[config.mk]
export PLATFORM = sky130hd
export DESIGN_NAME = opDispatcher
export DESIGN_NICKNAME = d
export VERILOG_FILES = /design/src/verilog/regFetchPkg.sv /design/src/verilog/creditFifo.sv /design/src/verilog/opDispatcher.sv
export VERILOG_INCLUDE_DIRS = /design/src /design/src/verilog
export SDC_FILE = /design/constraint.sdc
export NUM_CORES = 1
export LEC_CHECK = 0
export ABC_AREA = 1
export BUFFER_PORTS_ARGS = -buffer_cell sky130_fd_sc_hd__buf_2
export CAP_MARGIN = 5
export CORE_UTILIZATION = 25
export CTS_CLUSTER_DIAMETER = 60
export CTS_CLUSTER_SIZE = 16
export DETAILED_ROUTE_END_ITERATION = 12
export PLACE_DENSITY = 0.41
export REMOVE_ABC_BUFFERS = 1
export SYNTH_ARGS = -nofsm -noshare
export SYNTH_HDL_FRONTEND = slang
export SYNTH_SLANG_ARGS = --single-unit
[constraint.sdc]
create_clock -name iClkX2 -period 3.8 [get_ports iClkX2]
set_input_delay 0.38 -clock iClkX2 [delete_from_list [all_inputs] [get_ports iClkX2]]
set_output_delay 0.38 -clock iClkX2 [all_outputs]
set_load 0.005 [all_outputs]
[src/verilog/regFetch_config.svh]
// Register fetch configuration
// Lane count, datapath widths and queue depths shared by every block
`ifndef REGFETCH_CONFIG_SVH
`define REGFETCH_CONFIG_SVH

`define NUM_LANES   4   // Hardware threads
`define DATA_WIDTH  32  // Register width
`define ADDR_WIDTH  5   // 32 registers per lane
`define TAG_WIDTH   8   // Op tag

// Queue depths, also the initial credit count of each sender
`define IN_DEPTH    4   // Dispatcher input queue
`define LANE_DEPTH  2   // Per-lane op queue
`define RESP_DEPTH  2   // Per-lane response queue in the collector

// Credits held toward downstream after reset
`define OUT_CREDITS 4

`endif

[src/verilog/regFetchPkg.sv]
// Register fetch types
// Op and response payloads carried across every credited hop
`default_nettype none

`include "regFetch_config.svh"

package regFetchPkg;

	// Lane number
	typedef logic [$clog2(`NUM_LANES)-1:0] laneIdxT;

	// Register op from upstream
	typedef struct packed {
		logic [`TAG_WIDTH-1:0]  tag;     // Returned with the response
		laneIdxT                lane;    // Destination thread
		logic [`ADDR_WIDTH-1:0] rs0;     // First read address
		logic [`ADDR_WIDTH-1:0] rs1;     // Second read address
		logic                   rdWrEn;  // Optional write
		logic [`ADDR_WIDTH-1:0] rd;
		logic [`DATA_WIDTH-1:0] rdData;
	} regOpT;

	// Read response toward downstream
	typedef struct packed {
		logic [`TAG_WIDTH-1:0]  tag;
		laneIdxT                lane;
		logic [`DATA_WIDTH-1:0] rs0Data;  // Value before the op's own write
		logic [`DATA_WIDTH-1:0] rs1Data;
	} regRespT;

endpackage

`default_nettype wire

[src/verilog/creditFifo.sv]
// Credited FIFO
// Circular buffer for any payload type
// Pulses credit the cycle after each pop so the sender can refill
`timescale 1ns/1ps
`default_nettype none

module creditFifo #(
	parameter type T     = logic [7:0],
	parameter int  DEPTH = 2
) (
	input  logic iClkX2,
	input  logic rstN,
	input  logic pushValid,
	input  T     pushData,
	input  logic pop,
	output logic popValid,
	output T     popData,
	output logic credit
);

	localparam int PTR_W = (DEPTH > 1) ? $clog2(DEPTH) : 1;
	localparam int CNT_W = $clog2(DEPTH + 1);

	T                 mem [DEPTH];  // Payload storage
	logic [PTR_W-1:0] wrPtr;
	logic [PTR_W-1:0] rdPtr;
	logic [CNT_W-1:0] count;

	assign popValid = (count != '0);
	assign popData  = mem[rdPtr];  // Head visible without a pop

	always_ff @(posedge iClkX2) begin
		if (!rstN) begin
			wrPtr  <= '0;
			rdPtr  <= '0;
			count  <= '0;
			credit <= 1'b0;
		end else begin
			if (pushValid)
				wrPtr <= (wrPtr == PTR_W'(DEPTH - 1)) ? '0 : wrPtr + 1'b1;
			if (pop)
				rdPtr <= (rdPtr == PTR_W'(DEPTH - 1)) ? '0 : rdPtr + 1'b1;
			count  <= count + CNT_W'(pushValid) - CNT_W'(pop);
			credit <= pop;  // One credit per freed entry
		end
	end

	always_ff @(posedge iClkX2) begin
		if (pushValid)
			mem[wrPtr] <= pushData;
	end

	// Sender overrun means a lost credit somewhere upstream
	assert property (@(posedge iClkX2) disable iff (!rstN) pushValid |-> count != CNT_W'(DEPTH));
	assert property (@(posedge iClkX2) disable iff (!rstN) pop |-> popValid);

endmodule

`default_nettype wire

[src/verilog/opDispatcher.sv]
// Op dispatcher
// Input queue with one credit counter per lane
// Head op leaves when its lane has a credit, else the queue blocks
`timescale 1ns/1ps
`default_nettype none

`include "regFetch_config.svh"

module opDispatcher (
	input  logic                                    iClkX2,
	input  logic                                    rstN,
	input  logic                                    opValid,
	input  regFetchPkg::regOpT                      opIn,
	input  logic [`NUM_LANES-1:0]                   laneOpCredit,
	output logic                                    opCredit,
	output logic [`NUM_LANES-1:0]                   laneOpValid,
	output regFetchPkg::regOpT [`NUM_LANES-1:0]     laneOp
);

	import regFetchPkg::*;

	localparam int CW = $clog2(`LANE_DEPTH + 1);

	regOpT                 head;
	regOpT                 opQ;          // Op on its way to a lane
	logic                  headValid;
	logic                  fire;
	logic [`NUM_LANES-1:0] laneHasCredit;

	creditFifo #(
		.T    (regOpT),
		.DEPTH(`IN_DEPTH)
	) uInQueue (
		.iClkX2   (iClkX2),
		.rstN     (rstN),
		.pushValid(opValid),
		.pushData (opIn),
		.pop      (fire),
		.popValid (headValid),
		.popData  (head),
		.credit   (opCredit)
	);

	assign fire = headValid && laneHasCredit[head.lane];  // In-order, head blocks

	for (genvar i = 0; i < `NUM_LANES; i++) begin : gLane
		logic [CW-1:0] cnt;
		logic          take;

		assign take             = fire && (head.lane == laneIdxT'(i));
		assign laneHasCredit[i] = (cnt != '0);
		assign laneOp[i]        = opQ;  // Payload broadcast, valid is one-hot

		always_ff @(posedge iClkX2) begin
			if (!rstN)
				cnt <= CW'(`LANE_DEPTH);
			else
				cnt <= cnt - CW'(take) + CW'(laneOpCredit[i]);
		end

		// Lane returned more credits than it has slots
		assert property (@(posedge iClkX2) disable iff (!rstN) cnt <= CW'(`LANE_DEPTH));
	end

	// Registered output one cycle after the pop
	always_ff @(posedge iClkX2) begin
		if (!rstN)
			laneOpValid <= '0;
		else
			laneOpValid <= fire ? (`NUM_LANES'(1) << head.lane) : '0;
	end

	always_ff @(posedge iClkX2) begin
		if (fire)
			opQ <= head;
	end

endmodule

`default_nettype wire

==> results.yml <==
min_path:
  min-delay-start: "opIn[35]"
  hp-class: "input pin to flop"
  worstHoldPathCells: 1
  whs_endpoint: "uInQueue.mem[0][35]$_DFFE_PP_"
yosys:
  avgSynthCellArea_um2: 13.4
  seq_area_frac_synth_pct: 71.3
  netlist_instances: 958
  ys_types: 26
  synth_warnings: 0
  ys_ff_latch: 312
  synth_area_um2: 12800
setup_path:
  crit_path_start_kind: "flop"
  crit_fanout: 38
  reg2reg_to: "uInQueue.count[2]$_SDFF_PN0_"
  cp-end-kind: "flop"
  reg2reg_depth: 14
  critPathRequiredTime_ns: 4.26
  cp_data_arrival_time_ns: 3.38
  crit_type: "flop to flop"
  reg2reg_slack_ns: 0.89
floorplanning:
  ios: 302
  die-area_um2: 52200
  die_x_um: 229
  rows: 82
  core_um2: 50400
  die_h_um: 229
  start_util_pct: 25.5
finish:
  postLayoutCellArea_um2: 15400
  stdcell_count: 1842
  area_growth_pct: 20.1
  utilization_pct: 30.6
  finalNetCount: 1227
  drive_above_1_share_pct: 33.9
power:
  finalPower_mw: 11.6
  p_leak_nw: 5.89
  ir_worst_vdd_uv: 444
  powerDensity_nw_per_um2: 753
routing:
  antenna_left: 0
  wire_per_inst_um: 15.8
  drt-initial-drc-count: 406
  drc: 0
  vias: 7391
  dr.pass1.iters: 4
  routed_via_density: 4.01
  routed_wl_mm: 29.2
timing:
  max_freq_mhz: 343
  skew_ns: 0.0249
  worst_slew_pin_slew_ns: 0.996
  rsz0062_at_grt: "no"
  worst_slack_ns: 0.886
  period_needed_ns: 2.91
  setup_viol: 0
  hold_viol: 0
  min_period_over_period_pct: 76.7
  drv_slew: 0
  relSlewSlack_pct: 33.6
grt:
  antenna_found_initial: 1
  grt_first_pass_wirelength_mm: 43.9
  track_usage_pct: 10.9
  grt_pass1_vias: 7195
  grt-ovfl-total: 0
  grt_max_degree: 85
job:
  cap_violations: 0
cts:
  h-tree-depth: 1
  cts_setup_buffers: 0
  cts_sinks: 312
  clk_pin_slew_worst_paths_ns: 0.07
  ctsLongestPathBuffers: 3
  cts_buffers: 30
  cts_tree: "done"
  clock_latency_ns: 0.59
  root_buffer: "clkbuf_16"
placed_design:
  place_ws_ns: 0.836
  numPortBuffers: 301
  gp_congestion: 0.652
  post-dp-hpwl_mm: 16.6
  dp.cells: 1731
  placed_cell_area_um2: 13800
status:
  outcome: "finished clean"
## cells in the final DEF, fill, tap and decap left out, types with 2 or more instances in the layout
| cell type | instances |
|---|---|
| inv_8 | 4 |
| nand3_2 | 7 |
| edfxtp_1 | 290 |
| inv_1 | 35 |
| nand2_1 | 35 |
| nand3_1 | 11 |
| buf_4 | 13 |
| nand2_4 | 2 |
| dlygate4sd3_1 | 55 |
| inv_6 | 3 |
| clkbuf_16 | 30 |
| buf_2 | 301 |
| inv_2 | 2 |
| xnor2_1 | 2 |
| clkbuf_1 | 6 |
| nand2_2 | 6 |
| o22ai_1 | 56 |
| o21ai_0 | 112 |
| dfxtp_1 | 20 |
| or2_2 | 5 |
| ha_1 | 15 |
| bufinv_16 | 3 |
| clkinv_8 | 2 |
| nor2_1 | 127 |
| clkinv_2 | 6 |
| xor2_1 | 5 |
| nor2_2 | 4 |
## critical path: stages (launching register included)
cell     delay, ns
dfxtp_4       0.61
inv_4         0.24
nand2_1       0.15
nand3_1       0.09
nand2_2       0.14
nand3_1       0.10
nand2_2       0.10
nor2_4        0.07
ha_1          0.28
inv_1         0.04
ha_1          0.18
fa_1          0.37
xnor2_1       0.20
xor2_1        0.18
nor2_1        0.05
## cells in the mapped netlist
master,number,share of area [%]
inv_1,39,1.1
nand2_1,35,1.0
nand3_1,11,0.43
dfxtp_1,22,3.4
edfxtp_1,290,68
xor2_1,5,0.34
o22ai_1,56,2.7
nand2_2,6,0.29
buf_6,2,0.18
nor2_2,4,0.20
nor2_1,127,3.7
nor2_4,1,0.088
inv_2,2,0.059
o21ai_0,112,4.4
or2_2,5,0.24
a21oi_1,1,0.039
nand2_4,2,0.18
nand3_2,7,0.55
fa_1,1,0.16
xnor2_1,2,0.14
buf_4,174,10
clkbuf_1,35,1.0
inv_4,1,0.049
buf_2,2,0.078
nor3_1,1,0.039
ha_1,15,1.5
## worst max-delay path by stage
| stage | start | to | slack, ns | depth (start not counted) |
|---|---|---|---|---|
| final | flop | uInQueue.count[2]$_SDFF_PN0_ | 0.89 | 14 |
| after global routing | flop | uInQueue.count[2]$_SDFF_PN0_ | 0.57 | 15 |
| after detailed placement | flop | uInQueue.count[2]$_SDFF_PN0_ | 0.84 | 14 |
| after CTS | flop | uInQueue.count[2]$_SDFF_PN0_ | 0.81 | 14 |
| after floorplan | flop | uInQueue.count[2]$_SDFF_PN0_ | -1.87 | 15 |
| after global placement | flop | laneOp[53]$_DFFE_PN_ | 0.89 | 9 |
## report_power, final
group | internal [mW] | switching (mW) | total (mW) | leakage [nW]
clock | 1.73 | 1.41 | 3.14 | 0.503
sequential | 4.58 | 0.418 | 4.99 | 2.88
combinational | 1.41 | 2.06 | 3.47 | 2.50
total | 7.72 | 3.88 | 11.6 | 5.89
## layer usage
layer / part of all wire, % / wire length [µm] / GRT usage (%) / vias up
li1: - / - / - / 3588
met1: 45 / 13200 / 14.3 / 3561
met2: 48 / 14000 / 18.4 / 203
met3: 4.7 / 1360 / 1.73 / 39
met4: 2.0 / 595 / 3.44 / 0
met5: 0 / 0 / 0 / -
## metrics by stage
step                      TNS [ns]  hold slack [ns]
after global placement           0            0.487
after detailed placement         0            0.491
after global routing             0           0.0122
after CTS                        0          0.00640
after floorplan             -80.67            0.464
final                            0           0.0357
## flip-flops by register name (all words and copies together) (netlist names), named ones only
name             count
gLane.cnt            8
laneOpValid          4
uInQueue.wrPtr       2
uInQueue.mem       232
uInQueue.count       3
uInQueue.credit      1
laneOp              58
uInQueue.rdPtr       2
## cells by family after synthesis
family                     count (synthesis)  synth area share [%]
AOI/OAI and AO/OA                        169                  7.14
xor gates and xnor gates                   7                 0.478
adders and majority gates                 16                  1.62
buffers and inverters                    255                  12.7
DFF                                      312                  71.3
and+or+nand+nor                          199                  6.75
## final cells by class
| type | count | area [µm²] |
|---|---|---|
| Antenna cell | 1 | 2.50 |
| Multi-Input combinational cell | 391 | 2050 |
| Tap cell | 672 | 841 |
| Inverter | 42 | 165 |
| Fill cell | 5070 | 35000 |
| Clock inverter | 18 | 254 |
| Clock buffer | 37 | 787 |
| Timing Repair Buffer | 369 | 2150 |
| Sequential cell | 312 | 9150 |
## timing repair
action	in CTS	in global routing
resized for setup	0	0
endpoints found under the hold margin	218	0
hold buffers	55	0
Note: power is estimated with default switching activity, not from simulation.
