`config.mk`:
```
export PLATFORM = sky130hd
export DESIGN_NAME = respCollector
export DESIGN_NICKNAME = d
export VERILOG_FILES = /design/src/verilog/regFetchPkg.sv /design/src/verilog/creditFifo.sv /design/src/verilog/respCollector.sv
export VERILOG_INCLUDE_DIRS = /design/src /design/src/verilog
export SDC_FILE = /design/constraint.sdc
export NUM_CORES = 1
export LEC_CHECK = 0
export BUFFER_PORTS_ARGS = -buffer_cell sky130_fd_sc_hd__buf_2
export CAP_MARGIN = 20
export CORE_ASPECT_RATIO = 1.2
export CORE_UTILIZATION = 52
export CTS_CLUSTER_SIZE = 30
export DETAILED_ROUTE_END_ITERATION = 8
export MAX_ROUTING_LAYER = met4
export PLACE_DENSITY = 0.76
export SLEW_MARGIN = 5
export SYNTH_ARGS = -nofsm -noshare
export SYNTH_HDL_FRONTEND = slang
export SYNTH_SLANG_ARGS = --single-unit
export TNS_END_PERCENT = 50
```
`constraint.sdc`:
```
create_clock -name iClkX2 -period 5.1 [get_ports iClkX2]
set_input_delay 1.02 -clock iClkX2 [delete_from_list [all_inputs] [get_ports iClkX2]]
set_output_delay 1.02 -clock iClkX2 [all_outputs]
set_load 0.01 [all_outputs]
```
`src/verilog/regFetch_config.svh`:
```
// Register fetch configuration
// Lane count, datapath widths and queue depths shared by every block
`ifndef REGFETCH_CONFIG_SVH
`define REGFETCH_CONFIG_SVH

`define NUM_LANES   4   // Hardware threads
`define DATA_WIDTH  32  // Register width
`define ADDR_WIDTH  5   // 32 registers per lane
`define TAG_WIDTH   8   // Op tag

// Queue depths, also the initial credit count of each sender
`define IN_DEPTH    4   // Dispatcher input queue
`define LANE_DEPTH  2   // Per-lane op queue
`define RESP_DEPTH  2   // Per-lane response queue in the collector

// Credits held toward downstream after reset
`define OUT_CREDITS 4

`endif

```
`src/verilog/regFetchPkg.sv`:
```
// Register fetch types
// Op and response payloads carried across every credited hop
`default_nettype none

`include "regFetch_config.svh"

package regFetchPkg;

	// Lane number
	typedef logic [$clog2(`NUM_LANES)-1:0] laneIdxT;

	// Register op from upstream
	typedef struct packed {
		logic [`TAG_WIDTH-1:0]  tag;     // Returned with the response
		laneIdxT                lane;    // Destination thread
		logic [`ADDR_WIDTH-1:0] rs0;     // First read address
		logic [`ADDR_WIDTH-1:0] rs1;     // Second read address
		logic                   rdWrEn;  // Optional write
		logic [`ADDR_WIDTH-1:0] rd;
		logic [`DATA_WIDTH-1:0] rdData;
	} regOpT;

	// Read response toward downstream
	typedef struct packed {
		logic [`TAG_WIDTH-1:0]  tag;
		laneIdxT                lane;
		logic [`DATA_WIDTH-1:0] rs0Data;  // Value before the op's own write
		logic [`DATA_WIDTH-1:0] rs1Data;
	} regRespT;

endpackage

`default_nettype wire

```
`src/verilog/creditFifo.sv`:
```
// Credited FIFO
// Circular buffer for any payload type
// Pulses credit the cycle after each pop so the sender can refill
`timescale 1ns/1ps
`default_nettype none

module creditFifo #(
	parameter type T     = logic [7:0],
	parameter int  DEPTH = 2
) (
	input  logic iClkX2,
	input  logic rstN,
	input  logic pushValid,
	input  T     pushData,
	input  logic pop,
	output logic popValid,
	output T     popData,
	output logic credit
);

	localparam int PTR_W = (DEPTH > 1) ? $clog2(DEPTH) : 1;
	localparam int CNT_W = $clog2(DEPTH + 1);

	T                 mem [DEPTH];  // Payload storage
	logic [PTR_W-1:0] wrPtr;
	logic [PTR_W-1:0] rdPtr;
	logic [CNT_W-1:0] count;

	assign popValid = (count != '0);
	assign popData  = mem[rdPtr];  // Head visible without a pop

	always_ff @(posedge iClkX2) begin
		if (!rstN) begin
			wrPtr  <= '0;
			rdPtr  <= '0;
			count  <= '0;
			credit <= 1'b0;
		end else begin
			if (pushValid)
				wrPtr <= (wrPtr == PTR_W'(DEPTH - 1)) ? '0 : wrPtr + 1'b1;
			if (pop)
				rdPtr <= (rdPtr == PTR_W'(DEPTH - 1)) ? '0 : rdPtr + 1'b1;
			count  <= count + CNT_W'(pushValid) - CNT_W'(pop);
			credit <= pop;  // One credit per freed entry
		end
	end

	always_ff @(posedge iClkX2) begin
		if (pushValid)
			mem[wrPtr] <= pushData;
	end

	// Sender overrun means a lost credit somewhere upstream
	assert property (@(posedge iClkX2) disable iff (!rstN) pushValid |-> count != CNT_W'(DEPTH));
	assert property (@(posedge iClkX2) disable iff (!rstN) pop |-> popValid);

endmodule

`default_nettype wire

```
`src/verilog/respCollector.sv`:
```
// Response collector
// One response queue per lane, merged round-robin onto the output
// Output is credited by downstream
`timescale 1ns/1ps
`default_nettype none

`include "regFetch_config.svh"

module respCollector (
	input  logic                                  iClkX2,
	input  logic                                  rstN,
	input  logic [`NUM_LANES-1:0]                 respValid,
	input  regFetchPkg::regRespT [`NUM_LANES-1:0] resp,
	input  logic                                  outCredit,
	output logic [`NUM_LANES-1:0]                 respCredit,
	output logic                                  outValid,
	output regFetchPkg::regRespT                  outResp
);

	import regFetchPkg::*;

	localparam int CW = $clog2(`OUT_CREDITS + 1);

	regRespT               headResp [`NUM_LANES];
	logic [`NUM_LANES-1:0] notEmpty;
	logic [`NUM_LANES-1:0] pop;
	laneIdxT               rrPtr;     // Lane with first pick
	laneIdxT               sel;
	logic                  found;
	logic                  fire;
	logic [CW-1:0]         outCnt;

	for (genvar i = 0; i < `NUM_LANES; i++) begin : gQueue
		assign pop[i] = fire && (sel == laneIdxT'(i));

		creditFifo #(
			.T    (regRespT),
			.DEPTH(`RESP_DEPTH)
		) uRespQueue (
			.iClkX2   (iClkX2),
			.rstN     (rstN),
			.pushValid(respValid[i]),
			.pushData (resp[i]),
			.pop      (pop[i]),
			.popValid (notEmpty[i]),
			.popData  (headResp[i]),
			.credit   (respCredit[i])
		);
	end

	// First non-empty queue at or after rrPtr
	always_comb begin
		found = 1'b0;
		sel   = rrPtr;
		for (int k = 0; k < `NUM_LANES; k++) begin
			if (!found && notEmpty[(int'(rrPtr) + k) % `NUM_LANES]) begin
				found = 1'b1;
				sel   = laneIdxT'((int'(rrPtr) + k) % `NUM_LANES);
			end
		end
	end

	assign fire = found && (outCnt != '0);

	always_ff @(posedge iClkX2) begin
		if (!rstN) begin
			rrPtr    <= '0;
			outCnt   <= CW'(`OUT_CREDITS);
			outValid <= 1'b0;
		end else begin
			if (fire)
				rrPtr <= (sel == laneIdxT'(`NUM_LANES - 1)) ? '0 : sel + 1'b1;  // Past the winner
			outCnt   <= outCnt - CW'(fire) + CW'(outCredit);
			outValid <= fire;
		end
	end

	always_ff @(posedge iClkX2) begin
		if (fire)
			outResp <= headResp[sel];
	end

	// Downstream returned more credits than it granted
	assert property (@(posedge iClkX2) disable iff (!rstN) outCnt <= CW'(`OUT_CREDITS));

endmodule

`default_nettype wire
```
==> results.txt <==
----------------------------------------------------
[Synthesis]
  Cell area after synthesis ... 26890 µm²
  Number of flops mapped to enable cells by yosys ... 666
  Multiplexer area fraction after synthesis ... 11.93%
  Number of warnings reported in the yosys synthesis log ... 0
  Register bit count reported by yosys ... 696
  Mean post-synth cell area ... 17.84 µm²
  FFs w/ async S/R, synth ... 0%
  Fraction of the yosys area taken by sequential cells ... 76.62%
  Dominant combinational cell family by area after synthesis ... multiplexers
  Post-synthesis share of cell area spent on xor and xnor gates ... 0.3258%
  Area fraction in compound gates after synthesis ... 5.356%
  Post-synthesis net count ... 1821
  Adder-cell share of the synthesized area ... 0.5398%
  Unique cell type count in the Yosys netlist ... 46
  Prevailing post-synth register cell ... edfxtp_1
  Simple logic cell fraction of the synthesized area ... 3.397%
  Synth Instances ... 1507

[Power and ir drop]
  Power density normalized to cell area ... 553.1 nW/µm²
  Sw Pwr ... 5.655 mW
  VDD IR-drop max ... 0.0003829 V
  Sequential Power Share ... 44.6%
  Power share of the clock group ... 26.9%
  P_int ... 11.86 mW
  Reported leakage power ... 11.02 nW
  Share of total power in combinational logic ... 28.5%
  Sw Share ... 32.28%

[Clocking]
  H-tree Lvls ... 3
  Maximum clock path buffer count ... 3
  Clock latency reported for the late side of the worst-skew pair ... 0.61 ns
  CTS tree ... done
  Total of hold buffers inserted after clock tree synthesis ... 0
  Number of gates given a new drive strength after cts ... 0
  Clock transition time at the flip-flop clock pins of the worst setup and hold paths ... 0.06 ns
  Number of setup buffers added after CTS ... 0
  CTS buffer count ... 69
  # clock sinks ... 696
  CTS Root Buffer Type ... clkbuf_16

[Global routing]
  Initial antenna violation count ... 29
  Overall fraction of global-route tracks in use ... 24.81%
  Via count of the first global-routing pass ... 15460
  Final global-route overflow total ... 0
  Largest net degree at the start of global routing ... 77
  First-pass GRT wire length ... 93230 µm

[Run]
  Max cap viols ... 0

[Placement]
  Placed instance area ... 29470 µm²
  Routability-driven placement congestion ratio ... 0.8163
  Number of placed cells counting well taps ... 2464
  Post-detail-place hpwl ... 40180 µm
  Number of buffer cells added on primary ports ... 381

[Setup path]
  Critical R2R Capture ... outCnt[2]
  Crit-path slowest cell ... nor2_1
  Critical-path maximum fanout ... 45
  CP Launch Type ... flip-flop
  Critical path buffer and inverter count ... 2
  FF-to-FF Start ... gQueue[0].uRespQueue.count[0]
  Required time reported for the critical path endpoint ... 5.57 ns
  R2R depth ... 10
  Delay of the slowest cell on the worst path ... 0.47 ns
  Worst setup EP type ... flip-flop
  Crit path max-delay family ... adder cells
  Chain of cells forming the critical path ... nor2_1, a31o_2, inv_4, ha_1, inv_1, ha_1, fa_1, xnor2_1, xnor2_1, nand2_1
  Data arrival, critical path ... 3.43 ns
  Setup slack of the most critical reg-to-reg path ... 2.14 ns
  Setup CP Type ... reg -> reg

[Timing]
  Final period demand of the worst path ... 2.960 ns
  WHS ... 0.4698 ns
  Final Hold Viols ... 0
  RSZ-0062 raised after global routing ... no
  Final setup viols ... 0
  Worst slew margin relative to its limit ... 28.58%
  Highest achievable clock rate ... 337.8 MHz
  Total negative slack for setup checks ... 0 ns
  Final critical-path share of the clock period ... 58.05%
  Measured slew at the worst slew-check pin ... 1.071 ns
  Final Slew Violations ... 0
  Clock skew after layout ... 0.01433 ns

[Cells and area]
  Most frequent cells in the layout ... 666 x edfxtp_1, 381 x buf_2, 154 x mux2i_1
  Area growth from synthesis to layout ... 17.81%
  Most common cell after layout, fill and taps aside ... edfxtp_1
  Number of standard cells in the layout, taps in and fillers out ... 2624
  Layout cell share with drive strength beyond 1 ... 34.28%
  Net count, final ... 2207
  Final std cell area, no fill ... 31670 µm²

[Floorplan]
  Die boundary width ... 209.6 µm
  Die area ... 52620 µm²
  Floorplan core area ... 50670 µm²
  I/O pin count ... 382
  Placement row count ... 90
  Overall die height ... 251.1 µm
  Starting density of the core ... 53.06%

[Routing]
  Wire length per cell ... 23.95 µm
  First-pass detailed-route iteration total ... 5
  Number of DRC markers in iteration 0 ... 1068
  Overall via count from detail_route ... 14880
  Wire length after detailed routing ... 62840 µm
  Final ANT Viol Nets ... 0
  Vias per Instance ... 5.670
  Number of DRC violations after detailed routing ... 0

[Min path]
  Hold path startpoint ... gQueue[3].uRespQueue.rdPtr
  Path class of the lowest-slack min-delay path ... reg -> reg
  WHS Path Cells ... 2

[Status]
  Run status ... finished, final reports clean

----------------------------------------------------
==> flip-flops by register name, summed over array words and instances (netlist names), named ones only <==
| signal | flops |
|---|---|
| gQueue.uRespQueue.wrPtr | 4 |
| outCnt | 3 |
| gQueue.uRespQueue.rdPtr | 4 |
| rrPtr | 2 |
| gQueue.uRespQueue.credit | 4 |
| gQueue.uRespQueue.count | 8 |
| outValid | 1 |
| gQueue.uRespQueue.mem | 592 |
| outResp | 74 |
==> power groups by stage <==
stage / registers (mW) / logic [mW] / clock network, mW
floorplan: 7.76 / 3.44 / 0
global route: 7.89 / 5.40 / 5.01
CTS: 7.87 / 5.02 / 4.80
global placement: 7.96 / 4.85 / 0
detailed placement: 7.97 / 5.00 / 0
finish: 7.82 / 4.98 / 4.72
==> cell type report <==
type                       instances  area, µm²
multi-input combinational        707       5891
antenna                           34      85.08
clock buffer                      98       1898
inverter                          15      58.81
timing repair buffer             404       2150
sequential                       696      20610
tap                              644      805.8
fill                            3622      19000
clock inverter                    26      170.2
==> tightest hold or removal path: stages (launching register included) <==
cell     delay [ns]
dfxtp_1        0.31
nand2_1        0.07
mux2i_1        0.06
==> kinds of logic after synthesis <==
kind of cell	Yosys count
AO/OA/AOI/OAI	179
XOR/XNOR	10
AND/OR/NAND/NOR	205
flip-flops	696
buffers and inverters	104
multiplexers	302
adder cells (fa/ha/maj)	11
==> synthesized netlist by cell type, types with 3 or more instances <==
master    count  area (µm²)
edfxtp_1    666       20000
mux2i_1     154        1541
mux2_2      148        1667
nand2_1      82       307.8
nor2_1       79       296.5
o211ai_1     75       563.0
a32oi_1      74       648.1
clkbuf_1     47       176.4
dfxtp_1      30       600.6
buf_2        24       120.1
and2_1       14       87.58
inv_1        14       52.55
ha_1         10       125.1
nor2b_1      10       62.56
xnor2_1      10       87.58
buf_4         9       67.56
buf_6         5       56.30
o21a_1        5       37.54
buf_1         4       15.01
nand2b_1      4       25.02
a21oi_1       3       15.01
a31oi_1       3       18.77
and3_1        3       18.77
o22ai_1       3       18.77
==> layer usage <==
layer	up-vias	track usage, %	share of wire, %	wire length, µm
met2	513	41.34	51	32240
met1	7507	29.21	39	24300
met5	-	-	0	0
met4	0	9.364	2.5	1550
li1	6768	-	-	-
met3	90	6.046	7.5	4744
==> stage by stage <==
step           setup WS (ns)  util (%)  total power [mW]
2_1_floorplan         0.2912         -             11.19
3_3_place_gp           2.133     58.12             12.81
3_5_place_dp           2.117     58.16             12.98
4_1_cts                2.107     62.24             17.69
5_1_grt                1.928     62.48             18.30
6_report               2.140     62.50             17.52
==> how the worst max path moves through the flow <==
stage,start,to,slack (ns),cells past startpoint
after floorplan,respValid[0],gQueue[0].uRespQueue.mem[0][0],0.29,1
after global placement,gQueue[0].uRespQueue.count[0],outCnt[2],2.13,10
after detailed placement,gQueue[0].uRespQueue.count[0],outCnt[2],2.12,10
after CTS,gQueue[0].uRespQueue.count[0],outCnt[2],2.11,10
after global routing,gQueue[0].uRespQueue.count[0],outCnt[2],1.93,10
final,gQueue[0].uRespQueue.count[0],outCnt[2],2.14,10
Power figures use the tool's default switching activity.
