[config.mk]
export PLATFORM = sky130hd
export DESIGN_NAME = regLane
export DESIGN_NICKNAME = d
export VERILOG_FILES = /design/src/verilog/regFetchPkg.sv /design/src/verilog/creditFifo.sv /design/src/verilog/dualPortRam.sv /design/src/verilog/regLane.sv /design/src/verilog/registerFile.sv
export VERILOG_INCLUDE_DIRS = /design/src /design/src/verilog
export SDC_FILE = /design/constraint.sdc
export NUM_CORES = 2
export LEC_CHECK = 0
export BUFFER_PORTS_ARGS = -buffer_cell sky130_fd_sc_hd__buf_2
export CORE_ASPECT_RATIO = 1.5
export CORE_MARGIN = 2
export CORE_UTILIZATION = 33
export CTS_CLUSTER_DIAMETER = 80
export DETAILED_ROUTE_END_ITERATION = 8
export HOLD_SLACK_MARGIN = 0.05
export PLACE_DENSITY = 0.53
export SLEW_MARGIN = 20
export SYNTH_ARGS = -nofsm -noshare
export SYNTH_HDL_FRONTEND = slang
export SYNTH_SLANG_ARGS = --single-unit
[constraint.sdc]
create_clock -name iClkX2 -period 5.2 [get_ports iClkX2]
set_input_delay 0.52 -clock iClkX2 [delete_from_list [all_inputs] [get_ports iClkX2]]
set_output_delay 0.52 -clock iClkX2 [all_outputs]
set_load 0.05 [all_outputs]
[src/verilog/regFetch_config.svh]
// Register fetch configuration
// Lane count, datapath widths and queue depths shared by every block
`ifndef REGFETCH_CONFIG_SVH
`define REGFETCH_CONFIG_SVH

`define NUM_LANES   4   // Hardware threads
`define DATA_WIDTH  32  // Register width
`define ADDR_WIDTH  5   // 32 registers per lane
`define TAG_WIDTH   8   // Op tag

// Queue depths, also the initial credit count of each sender
`define IN_DEPTH    4   // Dispatcher input queue
`define LANE_DEPTH  2   // Per-lane op queue
`define RESP_DEPTH  2   // Per-lane response queue in the collector

// Credits held toward downstream after reset
`define OUT_CREDITS 4

`endif

[src/verilog/regFetchPkg.sv]
// Register fetch types
// Op and response payloads carried across every credited hop
`default_nettype none

`include "regFetch_config.svh"

package regFetchPkg;

	// Lane number
	typedef logic [$clog2(`NUM_LANES)-1:0] laneIdxT;

	// Register op from upstream
	typedef struct packed {
		logic [`TAG_WIDTH-1:0]  tag;     // Returned with the response
		laneIdxT                lane;    // Destination thread
		logic [`ADDR_WIDTH-1:0] rs0;     // First read address
		logic [`ADDR_WIDTH-1:0] rs1;     // Second read address
		logic                   rdWrEn;  // Optional write
		logic [`ADDR_WIDTH-1:0] rd;
		logic [`DATA_WIDTH-1:0] rdData;
	} regOpT;

	// Read response toward downstream
	typedef struct packed {
		logic [`TAG_WIDTH-1:0]  tag;
		laneIdxT                lane;
		logic [`DATA_WIDTH-1:0] rs0Data;  // Value before the op's own write
		logic [`DATA_WIDTH-1:0] rs1Data;
	} regRespT;

endpackage

`default_nettype wire

[src/verilog/creditFifo.sv]
// Credited FIFO
// Circular buffer for any payload type
// Pulses credit the cycle after each pop so the sender can refill
`timescale 1ns/1ps
`default_nettype none

module creditFifo #(
	parameter type T     = logic [7:0],
	parameter int  DEPTH = 2
) (
	input  logic iClkX2,
	input  logic rstN,
	input  logic pushValid,
	input  T     pushData,
	input  logic pop,
	output logic popValid,
	output T     popData,
	output logic credit
);

	localparam int PTR_W = (DEPTH > 1) ? $clog2(DEPTH) : 1;
	localparam int CNT_W = $clog2(DEPTH + 1);

	T                 mem [DEPTH];  // Payload storage
	logic [PTR_W-1:0] wrPtr;
	logic [PTR_W-1:0] rdPtr;
	logic [CNT_W-1:0] count;

	assign popValid = (count != '0);
	assign popData  = mem[rdPtr];  // Head visible without a pop

	always_ff @(posedge iClkX2) begin
		if (!rstN) begin
			wrPtr  <= '0;
			rdPtr  <= '0;
			count  <= '0;
			credit <= 1'b0;
		end else begin
			if (pushValid)
				wrPtr <= (wrPtr == PTR_W'(DEPTH - 1)) ? '0 : wrPtr + 1'b1;
			if (pop)
				rdPtr <= (rdPtr == PTR_W'(DEPTH - 1)) ? '0 : rdPtr + 1'b1;
			count  <= count + CNT_W'(pushValid) - CNT_W'(pop);
			credit <= pop;  // One credit per freed entry
		end
	end

	always_ff @(posedge iClkX2) begin
		if (pushValid)
			mem[wrPtr] <= pushData;
	end

	// Sender overrun means a lost credit somewhere upstream
	assert property (@(posedge iClkX2) disable iff (!rstN) pushValid |-> count != CNT_W'(DEPTH));
	assert property (@(posedge iClkX2) disable iff (!rstN) pop |-> popValid);

endmodule

`default_nettype wire

[src/verilog/dualPortRam.sv]
// Dual-port synchronous RAM
// Port A reads or writes, port B reads only
// Both outputs register one cycle after an enabled access
`timescale 1ns/1ps
`default_nettype none

module dualPortRam #(
	parameter int DATA_WIDTH = 32,
	parameter int ADDR_WIDTH = 5
) (
	input  logic                  iClkX2,
	input  logic                  enA,
	input  logic                  weA,
	input  logic [ADDR_WIDTH-1:0] addrA,
	input  logic [DATA_WIDTH-1:0] dataInA,
	input  logic                  enB,
	input  logic [ADDR_WIDTH-1:0] addrB,
	output logic [DATA_WIDTH-1:0] dataOutA,
	output logic [DATA_WIDTH-1:0] dataOutB
);

	logic [DATA_WIDTH-1:0] mem [2**ADDR_WIDTH];  // Block RAM array

	// Port A, read-first on a write
	always_ff @(posedge iClkX2) begin
		if (enA) begin
			if (weA)
				mem[addrA] <= dataInA;
			dataOutA <= mem[addrA];
		end
	end

	// Port B read only
	always_ff @(posedge iClkX2) begin
		if (enB)
			dataOutB <= mem[addrB];
	end

endmodule

`default_nettype wire

[src/verilog/regLane.sv]
// One hardware thread
// Op queue feeding the lane's register file
// Pops only with a response credit and in the read slot
`timescale 1ns/1ps
`default_nettype none

`include "regFetch_config.svh"

module regLane (
	input  logic                iClkX2,
	input  logic                rstN,
	input  logic                opValid,
	input  regFetchPkg::regOpT  op,
	input  logic                respCredit,
	output logic                opCredit,
	output logic                respValid,
	output regFetchPkg::regRespT resp
);

	import regFetchPkg::*;

	localparam int CW = $clog2(`RESP_DEPTH + 1);

	regOpT                  head;
	logic                   headValid;
	logic                   issue;
	logic                   rfReady;
	logic                   rfValid;
	logic [`DATA_WIDTH-1:0] rs0Data;
	logic [`DATA_WIDTH-1:0] rs1Data;
	logic [CW-1:0]          respCnt;   // Free slots in the collector queue
	logic [`TAG_WIDTH-1:0]  tagQ;      // Tag of the op in the register file
	laneIdxT                laneQ;

	creditFifo #(
		.T    (regOpT),
		.DEPTH(`LANE_DEPTH)
	) uOpQueue (
		.iClkX2   (iClkX2),
		.rstN     (rstN),
		.pushValid(opValid),
		.pushData (op),
		.pop      (issue),
		.popValid (headValid),
		.popData  (head),
		.credit   (opCredit)
	);

	// At most every other cycle, set by the read slot
	assign issue = headValid && rfReady && (respCnt != '0);

	registerFile uRegFile (
		.iClkX2  (iClkX2),
		.rstN    (rstN),
		.reqValid(issue),
		.req     (head),
		.reqReady(rfReady),
		.rdValid (rfValid),
		.rs0Data (rs0Data),
		.rs1Data (rs1Data)
	);

	always_ff @(posedge iClkX2) begin
		if (!rstN) begin
			respCnt   <= CW'(`RESP_DEPTH);
			respValid <= 1'b0;
		end else begin
			respCnt   <= respCnt - CW'(issue) + CW'(respCredit);  // Spent at issue
			respValid <= rfValid;
		end
	end

	// Tag rides alongside the reads, next issue is two cycles away
	always_ff @(posedge iClkX2) begin
		if (issue) begin
			tagQ  <= head.tag;
			laneQ <= head.lane;
		end
		if (rfValid)
			resp <= '{tag: tagQ, lane: laneQ, rs0Data: rs0Data, rs1Data: rs1Data};
	end

endmodule

`default_nettype wire

[src/verilog/registerFile.sv]
// Two-read one-write register file for one lane
// One dual-port RAM at iClkX2 with an internal phase flop
// Read slot reads rs0 on port A and rs1 on port B
// Write slot writes rd on port A, register 0 stays zero
`timescale 1ns/1ps
`default_nettype none

`include "regFetch_config.svh"

module registerFile (
	input  logic                   iClkX2,
	input  logic                   rstN,
	input  logic                   reqValid,
	input  regFetchPkg::regOpT     req,
	output logic                   reqReady,
	output logic                   rdValid,
	output logic [`DATA_WIDTH-1:0] rs0Data,
	output logic [`DATA_WIDTH-1:0] rs1Data
);

	logic                   wrSlot;    // Low in the read slot
	logic                   accept;
	logic                   wrPend;    // Write due in this write slot
	logic                   readPend;  // RAM outputs hold this op's reads
	logic [`ADDR_WIDTH-1:0] rs0Q;
	logic [`ADDR_WIDTH-1:0] rs1Q;
	logic [`ADDR_WIDTH-1:0] rdQ;
	logic [`DATA_WIDTH-1:0] rdDataQ;

	// RAM port signals
	logic                   ramEnA;
	logic                   ramWeA;
	logic [`ADDR_WIDTH-1:0] ramAddrA;
	logic [`DATA_WIDTH-1:0] ramOutA;
	logic [`DATA_WIDTH-1:0] ramOutB;

	assign reqReady = !wrSlot;  // Requests only in the read slot
	assign accept   = reqValid && reqReady;

	// Port A shared between rs0 read and rd write
	assign ramEnA   = wrSlot ? wrPend : accept;
	assign ramWeA   = wrSlot && wrPend && (rdQ != '0);  // Writes to r0 dropped
	assign ramAddrA = wrSlot ? rdQ : req.rs0;

	dualPortRam #(
		.DATA_WIDTH(`DATA_WIDTH),
		.ADDR_WIDTH(`ADDR_WIDTH)
	) uRam (
		.iClkX2  (iClkX2),
		.enA     (ramEnA),
		.weA     (ramWeA),
		.addrA   (ramAddrA),
		.dataInA (rdDataQ),
		.enB     (accept),
		.addrB   (req.rs1),
		.dataOutA(ramOutA),
		.dataOutB(ramOutB)
	);

	// Phase and pipeline control
	always_ff @(posedge iClkX2) begin
		if (!rstN) begin
			wrSlot   <= 1'b0;
			wrPend   <= 1'b0;
			readPend <= 1'b0;
			rdValid  <= 1'b0;
		end else begin
			wrSlot   <= !wrSlot;
			wrPend   <= accept && req.rdWrEn;
			readPend <= accept;
			rdValid  <= readPend;  // Two cycles after acceptance
		end
	end

	// Addresses and write payload of the accepted op
	always_ff @(posedge iClkX2) begin
		if (accept) begin
			rs0Q    <= req.rs0;
			rs1Q    <= req.rs1;
			rdQ     <= req.rd;
			rdDataQ <= req.rdData;
		end
	end

	// Hold reads before port A output is overwritten by the write
	always_ff @(posedge iClkX2) begin
		if (readPend) begin
			rs0Data <= (rs0Q == '0) ? '0 : ramOutA;
			rs1Data <= (rs1Q == '0) ? '0 : ramOutB;
		end
	end

	// Lane queue must respect the read slot
	assert property (@(posedge iClkX2) disable iff (!rstN) reqValid |-> reqReady);

endmodule

`default_nettype wire

==> flow_summary_export.csv <==
group,metric,value,unit
clocking,cts-root-buf,"clkbuf_16",
cells_and_area,num-fill-cells,17300,
hold_path,hold_depth,3,
synth,synth_area_leaders,"edfxtp_1 (68%), mux4_2 (11%), nand2_1 (3.2%)",
clocking,path_clk_slew,0.06,ns
synth,postSynthCellCount,3911,
clocking,cts_buffers,150,
clocking,htree_levels,4,
hold_path,min_from,"respCredit",
placement,place_area,0.0666,sq mm
die,core,0.186,sq mm
clocking,clkSinkCount,1412,
detailed_routing,vias,39700,
worst_setup_path,arrival,4.76,ns
worst_setup_path,crit_fanout,21,
timing,setup_viol,0,
placement,place_congestion,0.859,
placement,dp_hpwl,127,mm
cells_and_area,final_cell_mix,"edfxtp_1 (1399), nand2_1 (527), mux4_2 (313), nand3_1 (248), a211oi_1 (189)",
worst_setup_path,worst_setup_path_end_kind,"register",
detailed_routing,via_per_inst,5.92,
power_and_ir_drop,pwr-share-clk,36.2,%
power_and_ir_drop,p_sw,8010,uW
synth,synthesis.area,0.0620,sq mm
timing,setup_tns,0,ns
synth,synth_top_area_cell,"edfxtp_1",
detailed_routing,first_iter_violations,4788,
die,die_area,0.191,sq mm
timing,maxClockFrequency,233,MHz
global_route,grt.overflow.total,0,
detailed_routing,route.detailed.drc,0,
worst_setup_path,cp.required,5.66,ns
synth,syn_avg_cell_area,15.8,sq um
power_and_ir_drop,seqPwrFrac,46.8,%
power_and_ir_drop,p_int,20800,uW
detailed_routing,post_drt_wl_per_cell,32.3,um
cells_and_area,design_area,0.0720,sq mm
worst_setup_path,r2r_slack,0.91,ns
worst_setup_path,setup.worst_path.start_class,"register",
cells_and_area,final_common_cell,"edfxtp_1",
synth,synth-async-reset-ratio,0,%
global_route,gr-usage-all-layers,22.4,%
job,maxCapViolations,0,
die,die_h,535,um
die,initial_core_util,33.3,%
timing,slew_viol_final,0,
synth,ys.flop_type,"edfxtp_1",
power_and_ir_drop,power_switching_share,27.8,%
clocking,post_cts_buffers,0,
detailed_routing,routed_wl,217,mm
power_and_ir_drop,p_leak,0.0230,uW
synth,yosysTopAreaCellShare,67.8,%
hold_path,hold_path_class,"input pin to register",
worst_setup_path,r2r_end,"uRegFile.uRam.mem[4][9]$_DFFE_PP_",
cells_and_area,drive_gt1_share,22.5,%
synth,ys_seq_elements,1412,
placement,port_buffers,137,
power_and_ir_drop,comb_power_share,17.0,%
cells_and_area,synthToLayoutAreaGrowth,16.1,%
global_route,antenna_found_initial,8,
synth,synthDistinctLibCells,67,
detailed_routing,ant_nets,0,
run_status,status,"complete, no violations",
timing,fin_crit,4.29,ns
cells_and_area,multi_input_area,0.0189,sq mm
die,io_pins,138,
hold_path,whs_endpoint,"respCnt[0]$_SDFF_PN0_",
timing,hold_viol_final,0,
global_route,grt_max_degree,137,
global_route,grt_pass1_wl,304,mm
power_and_ir_drop,vdd_ir_drop_max,0.198,mV
timing,tightest_slew,1.18,ns
detailed_routing,first_pass_iters,6,
synth,synth_warnings,0,
worst_setup_path,r2r_start,"uRegFile.wrSlot$_SDFF_PN0_",
timing,fin_skew,0.0460,ns
worst_setup_path,path_class,"register to register",
global_route,grt_pass1_vias,40200,
timing,worst_slew_margin_rel,21.0,%
cells_and_area,layout.nets,4221,
synth,synth_edf_count,1399,
clocking,cts_tree,"yes",
die,std_cell_rows,194,
synth,ys_seq_area_share,68.2,%
timing,rsz0062_at_grt,"false",
cells_and_area,seq_area,0.0423,sq mm
power_and_ir_drop,power.density,400,mW/mm^2
clocking,clkLatencyLatePin,0.80,ns
die,die_w,358,um
timing,fin_crit_sh,82.6,%
clocking,clock_path_buffers,4,
worst_setup_path,ff2ff_path_depth,5,
## worst max-delay path by stage
stage / start / to / slack (ns) / depth (start not counted)
after global placement: uRegFile.wrSlot$_SDFF_PN0_ / uRegFile.uRam.mem[27][6]$_DFFE_PP_ / 1.12 / 5
after global routing: uRegFile.wrSlot$_SDFF_PN0_ / uRegFile.uRam.mem[25][11]$_DFFE_PP_ / 0.73 / 5
final: uRegFile.wrSlot$_SDFF_PN0_ / uRegFile.uRam.mem[4][9]$_DFFE_PP_ / 0.91 / 5
after CTS: uRegFile.wrSlot$_SDFF_PN0_ / uRegFile.uRam.mem[24][26]$_DFFE_PP_ / 0.99 / 5
after floorplan: uRegFile.wrSlot$_SDFF_PN0_ / uRegFile.rdDataQ[0]$_DFFE_PP_ / 0.37 / 5
after detailed placement: uRegFile.wrSlot$_SDFF_PN0_ / uRegFile.uRam.mem[26][6]$_DFFE_PP_ / 1.01 / 5
## metal layers
metal | track usage [%] | up-vias | wire length, um
met5 | 0 | - | 17
met4 | 12.2 | 2 | 13300
met3 | 3.64 | 602 | 16400
met2 | 38.2 | 2230 | 108000
met1 | 26.9 | 20600 | 79300
li1 | - | 16300 | -
## state kept, by name, indices dropped and copies added (netlist names), 2 cells and up, named ones only
register and cells:
uRegFile.rs1Data 32, uRegFile.uRam.mem 1024, uRegFile.uRam.dataOutB 32, uOpQueue.mem 116, uRegFile.rs0Q 5, uRegFile.uRam.dataOutA 32, respCnt 2, resp 74
uRegFile.rdQ 5, uRegFile.rs0Data 32, uRegFile.rs1Q 5, uOpQueue.count 2, uRegFile.rdDataQ 32, laneQ 2, tagQ 8
## cell families (layout without fill, tap and decap cells)
kind of cell,after synthesis,count (layout),share of synthesized area (%)
XOR/XNOR,4,4,0.0565
multiplexers,456,456,13.8
buffers and inverters,314,630,2.27
AND/OR/NAND/NOR,1078,1078,7.94
flip-flops,1412,1412,68.2
other,1,40,0.00605
adder cells (fa/ha/maj),2,2,0.0404
AO/OA/AOI/OAI,644,644,7.65
## final cells by class
class,instances,share of cell area [%]
well taps,2450,4.26
inverters,13,0.0852
clock inverters,71,0.922
multi-input cells,2216,26.2
diodes,8,0.0278
clock buffers,182,5.44
repair buffers,364,4.28
flip-flops and latches,1412,58.8
## what timing repair did
action                    CTS  global route
hold endpoints to repair  118             0
hold buffers               59             0
gates resized for setup     0             0
## stage by stage
step / hold slack [ns] / setup slack, ns / power, uW / utilization (%) / instances
finish: 0.102 / 0.906 / 28800 / 38.6 / 6716
global route: 0.100 / 0.733 / 29600 / 38.6 / 6715
CTS: 0.0585 / 0.994 / 28900 / 38.5 / 6697
detailed placement: 0.405 / 1.01 / 18500 / 35.7 / 6385
global placement: 0.401 / 1.12 / 18500 / 35.7 / 6385
floorplan: 0.400 / 0.365 / 16500 / - / 3942
## cell usage after synthesis, drive strengths merged (3+ instances only)
master,number
a211o,23
o221a,7
o221ai,7
o41ai,6
and3,25
inv,12
dfxtp,13
a32o,13
buf,126
a31oi,15
mux2i,84
a21o,3
nor4,16
nor3,9
o311ai,6
a22oi,117
a32oi,26
o21ai,86
o311a,6
o2111ai,7
o22ai,4
a211oi,189
nand2,528
mux2,59
o211a,4
xor2,3
and2,18
a21oi,42
mux4,313
clkbuf,175
nor2b,73
a2bb2oi,7
nor2,78
a221oi,30
nand4,70
o21ba,7
o211ai,21
edfxtp,1399
o21bai,6
nand3,248
nand2b,6
## critical path, cell delays in order, from the launching register on
cell     delay [ns]
dfxtp_1        0.79
inv_1          0.59
mux2i_2        0.72
nand3_1        0.68
nor2_4         0.87
buf_12         0.28
## power by group through the flow
stage,clock [uW],sequential [uW],combinational (uW)
floorplan,0,13600,2900
global placement,0,13800,4700
detailed placement,0,13800,4730
CTS,10600,13600,4780
global route,11000,13500,5130
finish,10400,13500,4890
(Power assumes the default switching activity.)
